===== src/verilog/bus_defs.svh =====
`ifndef BUS_DEFS_SVH
`define BUS_DEFS_SVH

// Word address inside one target and the shared data word
`define BUS_ADDR_W 14
`define BUS_DATA_W 16

// Target select taken from cpu_addr[16:15]
`define SEL_CONTROLLER 2'b00
`define SEL_MOD        2'b01
`define SEL_DUTY_TABLE 2'b10
`define SEL_STM        2'b11

// Areas inside the controller target
`define CNT_SELECT_MAIN   4'h0
`define CNT_SELECT_CLOCK  4'h1
`define CNT_SELECT_FILTER 4'h2

`define ADDR_MOD_MEM_WR_SEGMENT 8'h20
`define ADDR_STM_MEM_WR_SEGMENT 8'h40
`define ADDR_STM_MEM_WR_PAGE    8'h41
`define ADDR_DUTY_TABLE_WR_PAGE 8'h50

// Memory sizes are kept small so the simulation stays light
`define MOD_DEPTH_W    8
`define STM_PAGE_W     2
`define STM_DEPTH_W    8
`define DUTY_DEPTH_W   8
`define CLK_ROM_W      5
`define FILTER_DEPTH_W 7

`endif


===== src/verilog/bus_pkg.sv =====
`include "bus_defs.svh"

package bus_pkg;

  // One sampled cycle of the CPU bus
  typedef struct packed {
    logic                   en;
    logic                   we;
    logic [1:0]             sel;
    logic [`BUS_ADDR_W-1:0] addr;
    logic [`BUS_DATA_W-1:0] data;
  } bus_req_t;

  typedef struct packed {
    logic [1:0] pad;
    logic [3:0] area;
    logic [7:0] addr;
  } ctl_reg_view_t;

  typedef struct packed {
    logic [1:0]            pad;
    logic [3:0]            area;
    logic                  pad_idx;
    logic [`CLK_ROM_W-1:0] idx;
    logic [1:0]            word;  // Three words per clock entry
  } ctl_clk_view_t;

  typedef union packed {
    ctl_reg_view_t regs;
    ctl_clk_view_t clk;
  } ctl_addr_u;

  // Segment and page numbers applied to datapath writes
  typedef struct packed {
    logic                   mod_segment;
    logic                   stm_segment;
    logic [`STM_PAGE_W-1:0] stm_page;
    logic                   duty_page;
  } wr_ctx_t;

  typedef struct packed {
    logic                   we;
    logic [15:0]            addr;
    logic [`BUS_DATA_W-1:0] data;
  } mem_wr_t;

endpackage


===== src/verilog/bus_ctrl.sv =====
`include "bus_defs.svh"

module bus_ctrl (
  input  logic                   CPU_CKIO,
  input  logic                   arst_n,
  input  logic                   cpu_cn,
  input  logic                   cpu_we_n,
  input  logic [16:0]            cpu_addr,
  input  logic [`BUS_DATA_W-1:0] cpu_data_in,
  input  bus_pkg::wr_ctx_t       wr_ctx,
  input  logic [`BUS_DATA_W-1:0] rd_data,
  output bus_pkg::mem_wr_t       ctl_wr,
  output logic [`BUS_ADDR_W-1:0] ctl_rd_addr,
  output bus_pkg::mem_wr_t       mod_wr,
  output bus_pkg::mem_wr_t       stm_wr,
  output bus_pkg::mem_wr_t       duty_wr,
  output logic [`BUS_DATA_W-1:0] cpu_data_read
);

  bus_pkg::bus_req_t      req_q;
  logic                   we_prev_q;
  logic                   wr_start;
  logic                   rd_ctl;
  logic                   rd_ctl_q;
  logic [15:0]            full_addr;
  logic [3:0]             wr_sel_q;  // Controller, mod, STM, duty
  logic [15:0]            wr_addr_q;
  logic [`BUS_DATA_W-1:0] wr_data_q;

  // Bit 0 of cpu_addr is fixed on this bus
  always_ff @(posedge CPU_CKIO or negedge arst_n) begin
    if (!arst_n) begin
      req_q     <= '0;
      we_prev_q <= 1'b0;
    end else begin
      req_q <= '{en: ~cpu_cn, we: ~cpu_we_n, sel: cpu_addr[16:15], addr: cpu_addr[14:1],
                 data: cpu_data_in};
      we_prev_q <= req_q.we;
    end
  end

  assign wr_start = req_q.en & req_q.we & ~we_prev_q;  // First cycle of a low strobe only
  assign rd_ctl = req_q.en & ~req_q.we & (req_q.sel == `SEL_CONTROLLER);

  always_comb begin
    case (req_q.sel)
      `SEL_MOD: full_addr = 16'({wr_ctx.mod_segment, req_q.addr[`MOD_DEPTH_W-1:0]});
      `SEL_STM: full_addr = 16'({wr_ctx.stm_segment, wr_ctx.stm_page,
                                 req_q.addr[`STM_DEPTH_W-1:0]});
      `SEL_DUTY_TABLE: full_addr = 16'({wr_ctx.duty_page, req_q.addr[`DUTY_DEPTH_W-1:0]});
      default: full_addr = 16'(req_q.addr);
    endcase
  end

  always_ff @(posedge CPU_CKIO or negedge arst_n) begin
    if (!arst_n) begin
      wr_sel_q      <= '0;
      rd_ctl_q      <= 1'b0;
      cpu_data_read <= '0;
    end else begin
      wr_sel_q[0] <= wr_start & (req_q.sel == `SEL_CONTROLLER);
      wr_sel_q[1] <= wr_start & (req_q.sel == `SEL_MOD);
      wr_sel_q[2] <= wr_start & (req_q.sel == `SEL_STM);
      wr_sel_q[3] <= wr_start & (req_q.sel == `SEL_DUTY_TABLE);
      rd_ctl_q    <= rd_ctl;
      if (rd_ctl_q) begin
        cpu_data_read <= rd_data;  // Register file answered one edge earlier
      end
    end
  end

  always_ff @(posedge CPU_CKIO) begin
    if (wr_start) begin
      wr_addr_q <= full_addr;
      wr_data_q <= req_q.data;
    end
  end

  assign ctl_rd_addr = req_q.addr;

  assign ctl_wr  = '{we: wr_sel_q[0], addr: wr_addr_q, data: wr_data_q};
  assign mod_wr  = '{we: wr_sel_q[1], addr: wr_addr_q, data: wr_data_q};
  assign stm_wr  = '{we: wr_sel_q[2], addr: wr_addr_q, data: wr_data_q};
  assign duty_wr = '{we: wr_sel_q[3], addr: wr_addr_q, data: wr_data_q};

endmodule


===== config.mk =====
export PLATFORM = sky130hd
export DESIGN_NAME = bus_ctrl
export DESIGN_NICKNAME = d
export VERILOG_FILES = /design/src/verilog/bus_pkg.sv /design/src/verilog/bus_ctrl.sv
export VERILOG_INCLUDE_DIRS = /design/src /design/src/verilog
export SDC_FILE = /design/constraint.sdc
export NUM_CORES = 1
export LEC_CHECK = 0
export BUFFER_PORTS_ARGS = -buffer_cell sky130_fd_sc_hd__buf_2
export CAP_MARGIN = 20
export CORE_ASPECT_RATIO = 0.75
export CORE_MARGIN = 2
export CORE_UTILIZATION = 44
export CTS_BUF_LIST = sky130_fd_sc_hd__clkbuf_8
export DETAILED_ROUTE_END_ITERATION = 10
export PLACE_DENSITY = 0.82
export RECOVER_POWER = 100
export SKIP_CTS_REPAIR_TIMING = 1
export SLEW_MARGIN = 20
export SYNTH_ARGS = -nofsm -noshare
export SYNTH_HDL_FRONTEND = slang
export SYNTH_SLANG_ARGS = --single-unit

===== constraint.sdc =====
create_clock -name CPU_CKIO -period 2 [get_ports CPU_CKIO]
set_input_delay 0.3 -clock CPU_CKIO [delete_from_list [all_inputs] [get_ports CPU_CKIO]]
set_output_delay 0.3 -clock CPU_CKIO [all_outputs]
set_load 0.01 [all_outputs]

-- Word level (Yosys, flattened, before mapping)
Cells that the tools add are included.
- bitwise logic cells: 12
- eq/ne operators: 3
- reduce and logical (&&, ||, !) cells: 1
- mux-type cells: 1
- operator list (kind ; number):
    14-bit case mux with 3 select lines ; 1
    1-bit AND ; 8
    2-bit == test (second input constant) ; 2
    1-bit NOT ; 4
    2-bit by 1-bit == test with 1-bit output (second input constant) ; 1
    2-bit logical NOT ; 1
- bits of input ports: 58
- output and inout bits: 162
- word-level logic and storage cells: 28
- register bits after elaboration: 88

-- Longest topological paths before layout
Gate-level depths: netlist of run 1.
- depth after elaboration: 3
- mapped depth: 3
- depth with buffers taken out: 2

-- Worst setup path after synthesis of run 1
No wires, ideal clock.
- path kind: register to register
- start point: reg we_prev_q
- end point: reg wr_addr_q[0] (enable)
- data arrival time: 1.175 ns
- cell stages (with the launch flop): 3
- required time: 1.615 ns
- path buffers: 0
- path slack: 0.440 ns
- cells stage by stage: dfrtp_1 nand3b_1 inv_1
- longest elaborated chain between the ends: 2
- ends and longest elaborated chain (element ; RTL line ; text):
    from (decl) ; bus_ctrl.sv:21 ; logic we_prev_q;
    from (signal assigned) ; bus_ctrl.sv:38 ; we_prev_q <= req_q.we;
    1-bit NOT ; bus_ctrl.sv:42 ; assign wr_start = req_q.en & req_q.we & ~we_prev_q;
    1-bit AND ; bus_ctrl.sv:42 ;
    named net wr_start ; bus_ctrl.sv:22 ; logic wr_start;
    to (signal assigned) ; bus_ctrl.sv:74 ; wr_addr_q <= full_addr;
    to (decl) ; bus_ctrl.sv:27 ; logic [15:0] wr_addr_q;
The timed path passes the listed nets, and every way through them passes these cells.
A chain may end at the register's enable or synchronous reset.

-- Worst setup path after layout of run 1
- start point: reg we_prev_q
- end point: reg wr_data_q[10] (enable)
- longest elaborated chain between the ends: 2
- ends and longest elaborated chain (element ; RTL line ; text):
    1-bit NOT ; bus_ctrl.sv:42 ;
    1-bit AND ; bus_ctrl.sv:42 ;
    named net wr_start ; bus_ctrl.sv:22 ;
    to (signal assigned) ; bus_ctrl.sv:75 ; wr_data_q <= req_q.data;
    to (decl) ; bus_ctrl.sv:28 ; logic [`BUS_DATA_W-1:0] wr_data_q;
The timed path passes the listed nets, and every way through them passes these cells.

==> results of run 1 <==
-- power groups by stage --
stage | sequential, mW | combinational, mW | clock, mW
floorplan | 2.09 | 0.229 | 0
global placement | 2.05 | 0.406 | 0
detailed placement | 2.06 | 0.414 | 0
CTS | 2.03 | 0.415 | 1.56
global route | 2.05 | 0.400 | 1.63
finish | 2.03 | 0.366 | 1.50
-- per-layer routing --
layer  GRT usage (%)  up-vias  share of wire (%)
li1                -      879                  -
met5               0        -                  0
met2           22.36      103                 51
met1           15.93      910                 39
met4           3.506        0               0.63
met3           5.939        5                9.4
-- flip-flops by register name (all words and copies together) (netlist names) --
| name | flops |
|---|---|
| req_q | 20 |
| cpu_data_read | 16 |
| wr_data_q | 16 |
| ctl_rd_addr | 14 |
| wr_addr_q | 14 |
| wr_sel_q | 4 |
| rd_ctl_q | 1 |
| we_prev_q | 1 |
-- cells in the final DEF, fill, tap and decap left out, types with 4 or more instances in the layout --
cell       count
bufinv_16      4
inv_1          6
clkbuf_1     155
mux2_2        16
dfrtp_1       56
clkbuf_8       9
edfxtp_1      30
conb_1         8
buf_2         55
-- area by class of cell --
| class | instances | area (um2) |
|---|---|---|
| Multi-Input combinational cell | 39 | 324.1 |
| Sequential cell | 86 | 2302 |
| Inverter | 3 | 11.26 |
| Clock inverter | 7 | 131.4 |
| Timing Repair Buffer | 212 | 869.6 |
| Fill cell | 768 | 3884 |
| Tap cell | 105 | 131.4 |
| Clock buffer | 9 | 123.9 |
-- per-stage QoR --
stage	util, %	setup slack, ns	power, mW
after floorplan	-	0.4401	2.322
after global placement	49.31	0.6375	2.459
after detailed placement	49.31	0.6086	2.475
after CTS	52.59	0.5757	3.996
after global routing	50.06	0.4781	4.074
final	50.06	0.6047	3.891
-- path summary, 6_finish.rpt --
check,to,depth (start not counted)
max,wr_data_q[10],3
min,ctl_rd_addr[3],1
max reg2reg,wr_data_q[10],3
min reg2reg,we_prev_q,0
max in group asynchronous,ctl_rd_addr[0],2
min in group asynchronous,cpu_data_read[7],2
-- kinds of logic (layout without fill, tap and decap cells) --
logic type / Yosys count / after routing / synth area share [%]
buffers and inverters: 118 / 231 / 25.41
flip-flops: 86 / 86 / 66.04
multiplexers: 17 / 17 / 5.815
AND/OR/NAND/NOR: 12 / 12 / 2.118
AO/OA/AOI/OAI: 2 / 2 / 0.5026
other: 1 / 8 / 0.1076
-- worst register-to-register path, stage by stage, from the launching register on --
cell	delay [ns]
dfrtp_1	0.37
nand3b_1	0.23
inv_1	0.08
buf_4	0.35
==> metrics.txt, run 1 <==
outcome=finished, final reports clean; total CTS buffers=9; DP Wirelength=between 4 and 5 mm; Clock Power Share=roughly 39%; CP endpoint kind=flop; setup_tns=0 ns; Yosys top cell area share=40.20%; top cells by area, synth=dfrtp_1 (40%), edfxtp_1 (26%), buf_4 (24%); part of the power in registers=between 50% and 60%; Setup crit start=we_prev_q; share of cells above drive strength 1=24.72%; Worst path max stage delay=0.37 ns; reg2reg setup slack=0.60 ns; fin crit period=1.395 ns; total grt overflow=0; skew final=a little under 0.007 ns; # clock sinks=86; FFs w/ async S/R, synth=between 60% and 70%; Hold Vio Cnt, Final=0; first-pass GRT wire length=roughly 8.5 mm; Vias/cell=a little over 4; Syn-to-layout area delta=11.70%; worst hold margin=around 0.060 ns; Post-Layout Cell Count=approximately 460; Die X-Extent=approximately 110 um; First-pass DRT Iterations=4; critical path, cell by cell=nand3b_1 -> inv_1 -> buf_4; DR iter-0 viols=26; area post-placement=roughly 3800 um2; GP Congestion=0.7207; Crit-path slowest cell=dfrtp_1; final net count=409; count of input and output buffers=between 200 and 250; CP Buf/Inv Count=2; reg2reg start=we_prev_q; CP startpoint kind=flop; Unique masters post-synth=17; placed insts=445; Synth Cell Area=around 3500 um2; antenna-violating nets left=0; min-delay src=cpu_addr[4]; Int Pwr=around 3.1 mW; Hold Path Class=in -> reg; WL/cell=13.41 um; Sw Share=between 20% and 30%; CP delay by family, top=buffers and inverters; die area=between 8000 and 9000 um2; ANT cells=0; top cells by count, synth=buf_4 (112), dfrtp_1 (56), edfxtp_1 (30), mux2_2 (16); Routed WL=6.183 mm; Seq/Total Area, Yosys=about two thirds; Synth Area per Inst=14.77 um2; data arrival time of the worst path=1.39 ns; cell area after layout=roughly 4000 um2; Post-synth EDFFs=30; GRT Total Usage=a little over an eighth; num rows=28; Leak Pwr=1.634 nW; worst skew pair latency=0.34 ns; number of global-route vias before repair=1664; CTS HTree Levels=3; Logic pwr share=9.4%; fin crit share=69.77%; pins over their slew limit=0; clk slew on worst S/H paths=0.08 ns; Seq cells post-synth=86; Warnings, synthesis=0; slew margin rel.=8.655%; I/O pin cnt=220; maximum vdd drop=0.5326 mV; CTS max path bufs=2; Synth Instances=about 240; largest net degree at the start of global routing=57; Vias=1897; Initial Utilization=44.82%; Synth Flop Type=dfrtp_1; Worst Max-Slew Pin Slew=1.370 ns; PwrDens=999.3 nW/um2; CTS tree=built; count leader, synth=buf_4; DRC errors left=0; chip height=81.09 um; P_sw=0.8345 mW; FMAX=between 700 and 800 MHz; CP Max Fanout=30; RSZ-0062 raised after global routing=false; post-synth top area cell=dfrtp_1; Max-Cap Viols=0; clk root buf=clkbuf_8; final setup fails=0; Setup CP Type=reg -> reg; Core Area=7777 um2; Worst EP required=around 2 ns; initial antenna violation count=0
(Power assumes the default switching activity.)
==> run 2: changes to the inputs <==
- CORE_UTILIZATION: 44 -> 40
- PLACE_DENSITY: 0.82 -> 0.79
- clock period: 2 -> 1.14 ns (I/O delays scaled with it)
==> run 2 against run 1 <==
Against the previous run: the run now ends with negative setup slack left; count of clock-buffer cells in the layout grew 2; combinational power grew 120%; via count grew 9.6%; cell count grew 9.5%; largest cell class unchanged; critical path type is now reg -> out; non-clock buffer count grew 41; global-route usage grew 0.26 points; sequential share of layout area shrank 7.6 points; register-to-register slack lost 0.64 ns; critical path depth shrank 2.
==> metrics.txt, run 2 (same netlist as run 1, synthesis figures left out) <==
count of input and output buffers=210; Core Area=8454 um2; fin crit share=104.3%; I/O pin cnt=220; Hold Path Class=in -> reg; commonest non-fill, non-tap cell in the layout=buf_2; Worst Max-Slew Pin Slew=0.7133 ns; Int Pwr=roughly 5.0 mW; Syn-to-layout area delta=28.14%; data arrival time of the worst path=1.02 ns; CP startpoint kind=flop; CP Max Fanout=4; antenna-violating nets left=0; failing checks=negative setup slack; DRC errors left=0; Final WS setup=-0.04945 ns; number of global-route vias before repair=1898; Logic pwr share=12.6%; total CTS buffers=9; most frequent cells in the layout=buf_2 (173), dfrtp_1 (56), dlygate4sd3_1 (35), edfxtp_1 (30), clkbuf_1 (21); DP Wirelength=~4.8 mm; number of flip-flops in the largest register=20; WL met1=2.561 mm; CTS max path bufs=2; biggest regs=req_q (20), cpu_data_read (16), wr_data_q (16); RSZ-0062 raised after global routing=true; P_sw=1.543 mW; ANT cells=0; Routed WL=6.851 mm; pins over their slew limit=0; final setup fails=36; skew final=0.007612 ns; chip height=84.85 um; largest net degree at the start of global routing=57; setup_tns=-1.039 ns; GRT Total Usage=13.61%; Pwr Total=6.525 mW; top sig layer=met4; metal3 WL=654 um; Worst EP required=0.97 ns; die area=9485 um2; share of cells above drive strength 1=roughly three fifths; GP Congestion=0.7890; First-pass DRT Iterations=4; maximum vdd drop=0.9480 mV; Vias/cell=4.117; slew margin rel.=52.45%; clk slew on worst S/H paths=0.08 ns; part of the power in registers=54.4%; CTS HTree Levels=3; total grt overflow=0; first-pass GRT wire length=9.687 mm; met2 WL=3.574 mm; Leak Pwr=around 2.2 nW; Clock Power Share=33.1%; fin crit period=1.189 ns; CP delay by family, top=flip-flops; Setup CP Type=reg -> out; outcome=finished, violations left; Crit-path slowest cell=edfxtp_1; CP endpoint kind=primary output; register with the highest flop count=req_q; Hold Vio Cnt, Final=0; Worst path max stage delay=0.48 ns; CTS tree=built; critical path, cell by cell=buf_2; Die X-Extent=around 110 um; FMAX=840.7 MHz; final net count=450; worst skew pair latency=~0.35 ns; # fillers=733; clk root buf=clkbuf_8; Vias=2079; Sw Share=around a quarter; DR iter-0 viols=19; reg2reg setup slack=-0.04 ns; # clock sinks=86; WL/cell=13.57 um; worst hold margin=0.04644 ns; Initial Utilization=41.23%; CP Buf/Inv Count=1; PwrDens=1461 nW/um2; initial antenna violation count=0; num rows=29; Max-Cap Viols=0
[run 2: cell count changes in the layout (fill, tap and decap cells not counted), sizes merged]
cell         delta
buf           +123
bufinv          -3
inv             -4
clkinv          +2
clkinvlp        +3
dlygate4sd3    +35
clkbuf        -115
[run 2: worst paths after layout]
check	start	end	depth (start not counted)
setup / recovery	wr_data_q[6]	mod_wr[6]	1
hold / removal	rd_data[6]	cpu_data_read[6]	2
setup reg to reg	we_prev_q	wr_data_q[0]	3
hold reg to reg	req_q[32]	we_prev_q	0
max in group asynchronous	arst_n	ctl_rd_addr[3]	3
min in group asynchronous	arst_n	cpu_data_read[6]	3
[run 2: layer usage]
metal  global-route usage (%)  vias up
met5                        0        -
met4                    4.265        0
met3                    6.929        7
met2                    22.15      117
met1                    15.90      996
li1                         -      959
[run 2: through the flow]
stage                     utilization (%)  std cells  worst slack (ns)  area (um2)
after floorplan                         -        243           -0.2632        3516
after global placement              46.49        453          -0.04899        3930
after detailed placement            46.49        453          -0.05132        3930
after CTS                           48.96        469          -0.07841        4139
after global routing                52.83        505           -0.1038        4467
final                               52.83        505          -0.04945        4467
[run 2: cell type report]
cell class / count / area (um2) / area share, %
Clock buffer: 11 / 151.4 / 3.389
Sequential cell: 86 / 2302 / 51.54
Inverter: 3 / 15.01 / 0.3361
Tap cell: 108 / 135.1 / 3.025
Multi-Input combinational cell: 39 / 337.8 / 7.563
Timing Repair Buffer: 253 / 1468 / 32.86
Clock inverter: 5 / 57.56 / 1.289
[run 2: power by group through the flow]
stage | clock network, mW | logic (mW) | registers (mW)
after floorplan | 0 | 0.403 | 3.67
after global placement | 0 | 0.751 | 3.59
after detailed placement | 0 | 0.767 | 3.61
after CTS | 2.26 | 0.767 | 3.55
after global routing | 2.38 | 0.890 | 3.58
final | 2.16 | 0.820 | 3.55
==> run 3: changes to the inputs <==
- PLACE_DENSITY: 0.79 -> 0.87
- REMOVE_ABC_BUFFERS: not set -> 1
==> run 3 against run 2 <==
Against the previous run: the run still ends with negative setup slack left; routed wire length is 12% higher; critical path depth unchanged; critical endpoint is now wr_addr_q[8]; register-to-register slack barely moved; cell count rose by 0.59%; sequential power is essentially flat.
==> metrics.txt, run 3 (same netlist as run 1, synthesis figures left out) <==
outcome=finished, violations left; failing checks=negative setup slack; critical path, cell by cell=mux4_2; WL/cell=15.06 um; FMAX=between 800 and 900 MHz; CTS HTree Levels=3; chip height=~85 um; Core Area=around 8500 um2; Final WS setup=-0.04728 ns; Pwr Total=roughly 6.2 mW; CTS tree=built; I/O pin cnt=220; number of flip-flops in the largest register=20; final net count=454; RSZ-0062 raised after global routing=true; total grt overflow=0; antenna-violating nets left=0; skew final=about 0.009 ns; register with the highest flop count=req_q; Hold Path Class=in -> reg; # clock sinks=86; Worst EP required=1.23 ns; clk slew on worst S/H paths=0.08 ns; CP Max Fanout=4; count of input and output buffers=210; First-pass DRT Iterations=4; DP Wirelength=5.399 mm; largest net degree at the start of global routing=29; Vias/cell=4.191; DR iter-0 viols=just under 90; Crit-path slowest cell=mux4_2; GP Congestion=0.8111; placed insts=between 400 and 500; share of cells above drive strength 1=56.50%; first-pass GRT wire length=9.777 mm; Leak Pwr=2.133 nW; total CTS buffers=9; CP endpoint kind=flop; worst hold margin=0.05618 ns; Die X-Extent=111.8 um; initial antenna violation count=1; pre-CTS setup slack=-0.04761 ns; CTS max path bufs=2; maximum vdd drop=0.9303 mV; CP startpoint kind=flop; data arrival time of the worst path=1.27 ns; most frequent cells in the layout=buf_2 (173), dfrtp_1 (55), dlygate4sd3_1 (35), clkbuf_1 (31), edfxtp_1 (30); Hold Vio Cnt, Final=0; fin crit period=~1.2 ns; CP Buf/Inv Count=0; DRC errors left=0; multi-input logic area=335.3 um2; number of global-route vias before repair=1875; # fillers=739; final setup fails=35; Register Area=around 2300 um2; Routed WL=roughly 7.7 mm; Syn-to-layout area delta=27.42%; Setup CP Type=reg -> reg; GRT Total Usage=13.61%; Worst path max stage delay=0.52 ns; die area=9485 um2; clk root buf=clkbuf_8; pins over their slew limit=0; num rows=29; biggest regs=req_q (20), cpu_data_read (16), wr_data_q (16); Initial Utilization=41.23%; PwrDens=1390 nW/um2; ANT cells=0; Post-Layout Cell Count=508; worst skew pair latency=0.34 ns; Vias=roughly 2100; Max-Cap Viols=0; fin crit share=104.1%; commonest non-fill, non-tap cell in the layout=buf_2; CP delay by family, top=multiplexers
[run 3: changes by cell type in the layout (fill, tap and decap cells not counted), sizes merged]
cell	before	now
clkinvlp	3	0
bufinv	1	0
inv	2	4
buf	179	181
clkinv	2	5
[run 3: path summary, 6_finish.rpt]
path | start | endpoint | slack [ns] | cells after the start
min | rd_data[15] | cpu_data_read[15] | 0.06 | 2
min in group asynchronous | arst_n | ctl_rd_addr[13] | 0.25 | 2
min reg2reg | req_q[32] | we_prev_q | 0.42 | 0
max | req_q[30] | wr_addr_q[8] | -0.05 | 1
max reg2reg | req_q[30] | wr_addr_q[8] | -0.05 | 1
max in group asynchronous | arst_n | req_q[31] | 0.12 | 3
[run 3: metal layers]
metal	global-route usage [%]	part of all wire (%)
met1	14.66	35
met4	3.367	0.38
met2	24.52	57
met5	0	0.17
met3	6.286	7.7
[run 3: power breakdown]
group | internal (mW) | switching [mW]
Clock | 0.775 | 1.02
Combinational | 0.420 | 0.405
Sequential | 3.43 | 0.129
Total | 4.62 | 1.55
[run 3: per-stage QoR]
step | TNS, ns | utilization [%] | cell area (um2)
detailed placement | -0.05473 | 46.53 | 3934
global placement | -0.01156 | 46.53 | 3934
finish | -0.5251 | 52.54 | 4442
CTS | -2.297 | 48.45 | 4096
global route | -6.604 | 52.54 | 4442
floorplan | -12.65 | - | 2638
[run 3: cell type report]
| type | count | area share, % |
|---|---|---|
| tap | 108 | 3.042 |
| sequential | 86 | 51.86 |
| clock inverter | 6 | 0.8732 |
| multi-input combinational | 39 | 7.549 |
| clock buffer | 9 | 2.789 |
| inverter | 3 | 0.2535 |
| timing repair buffer | 257 | 33.63 |
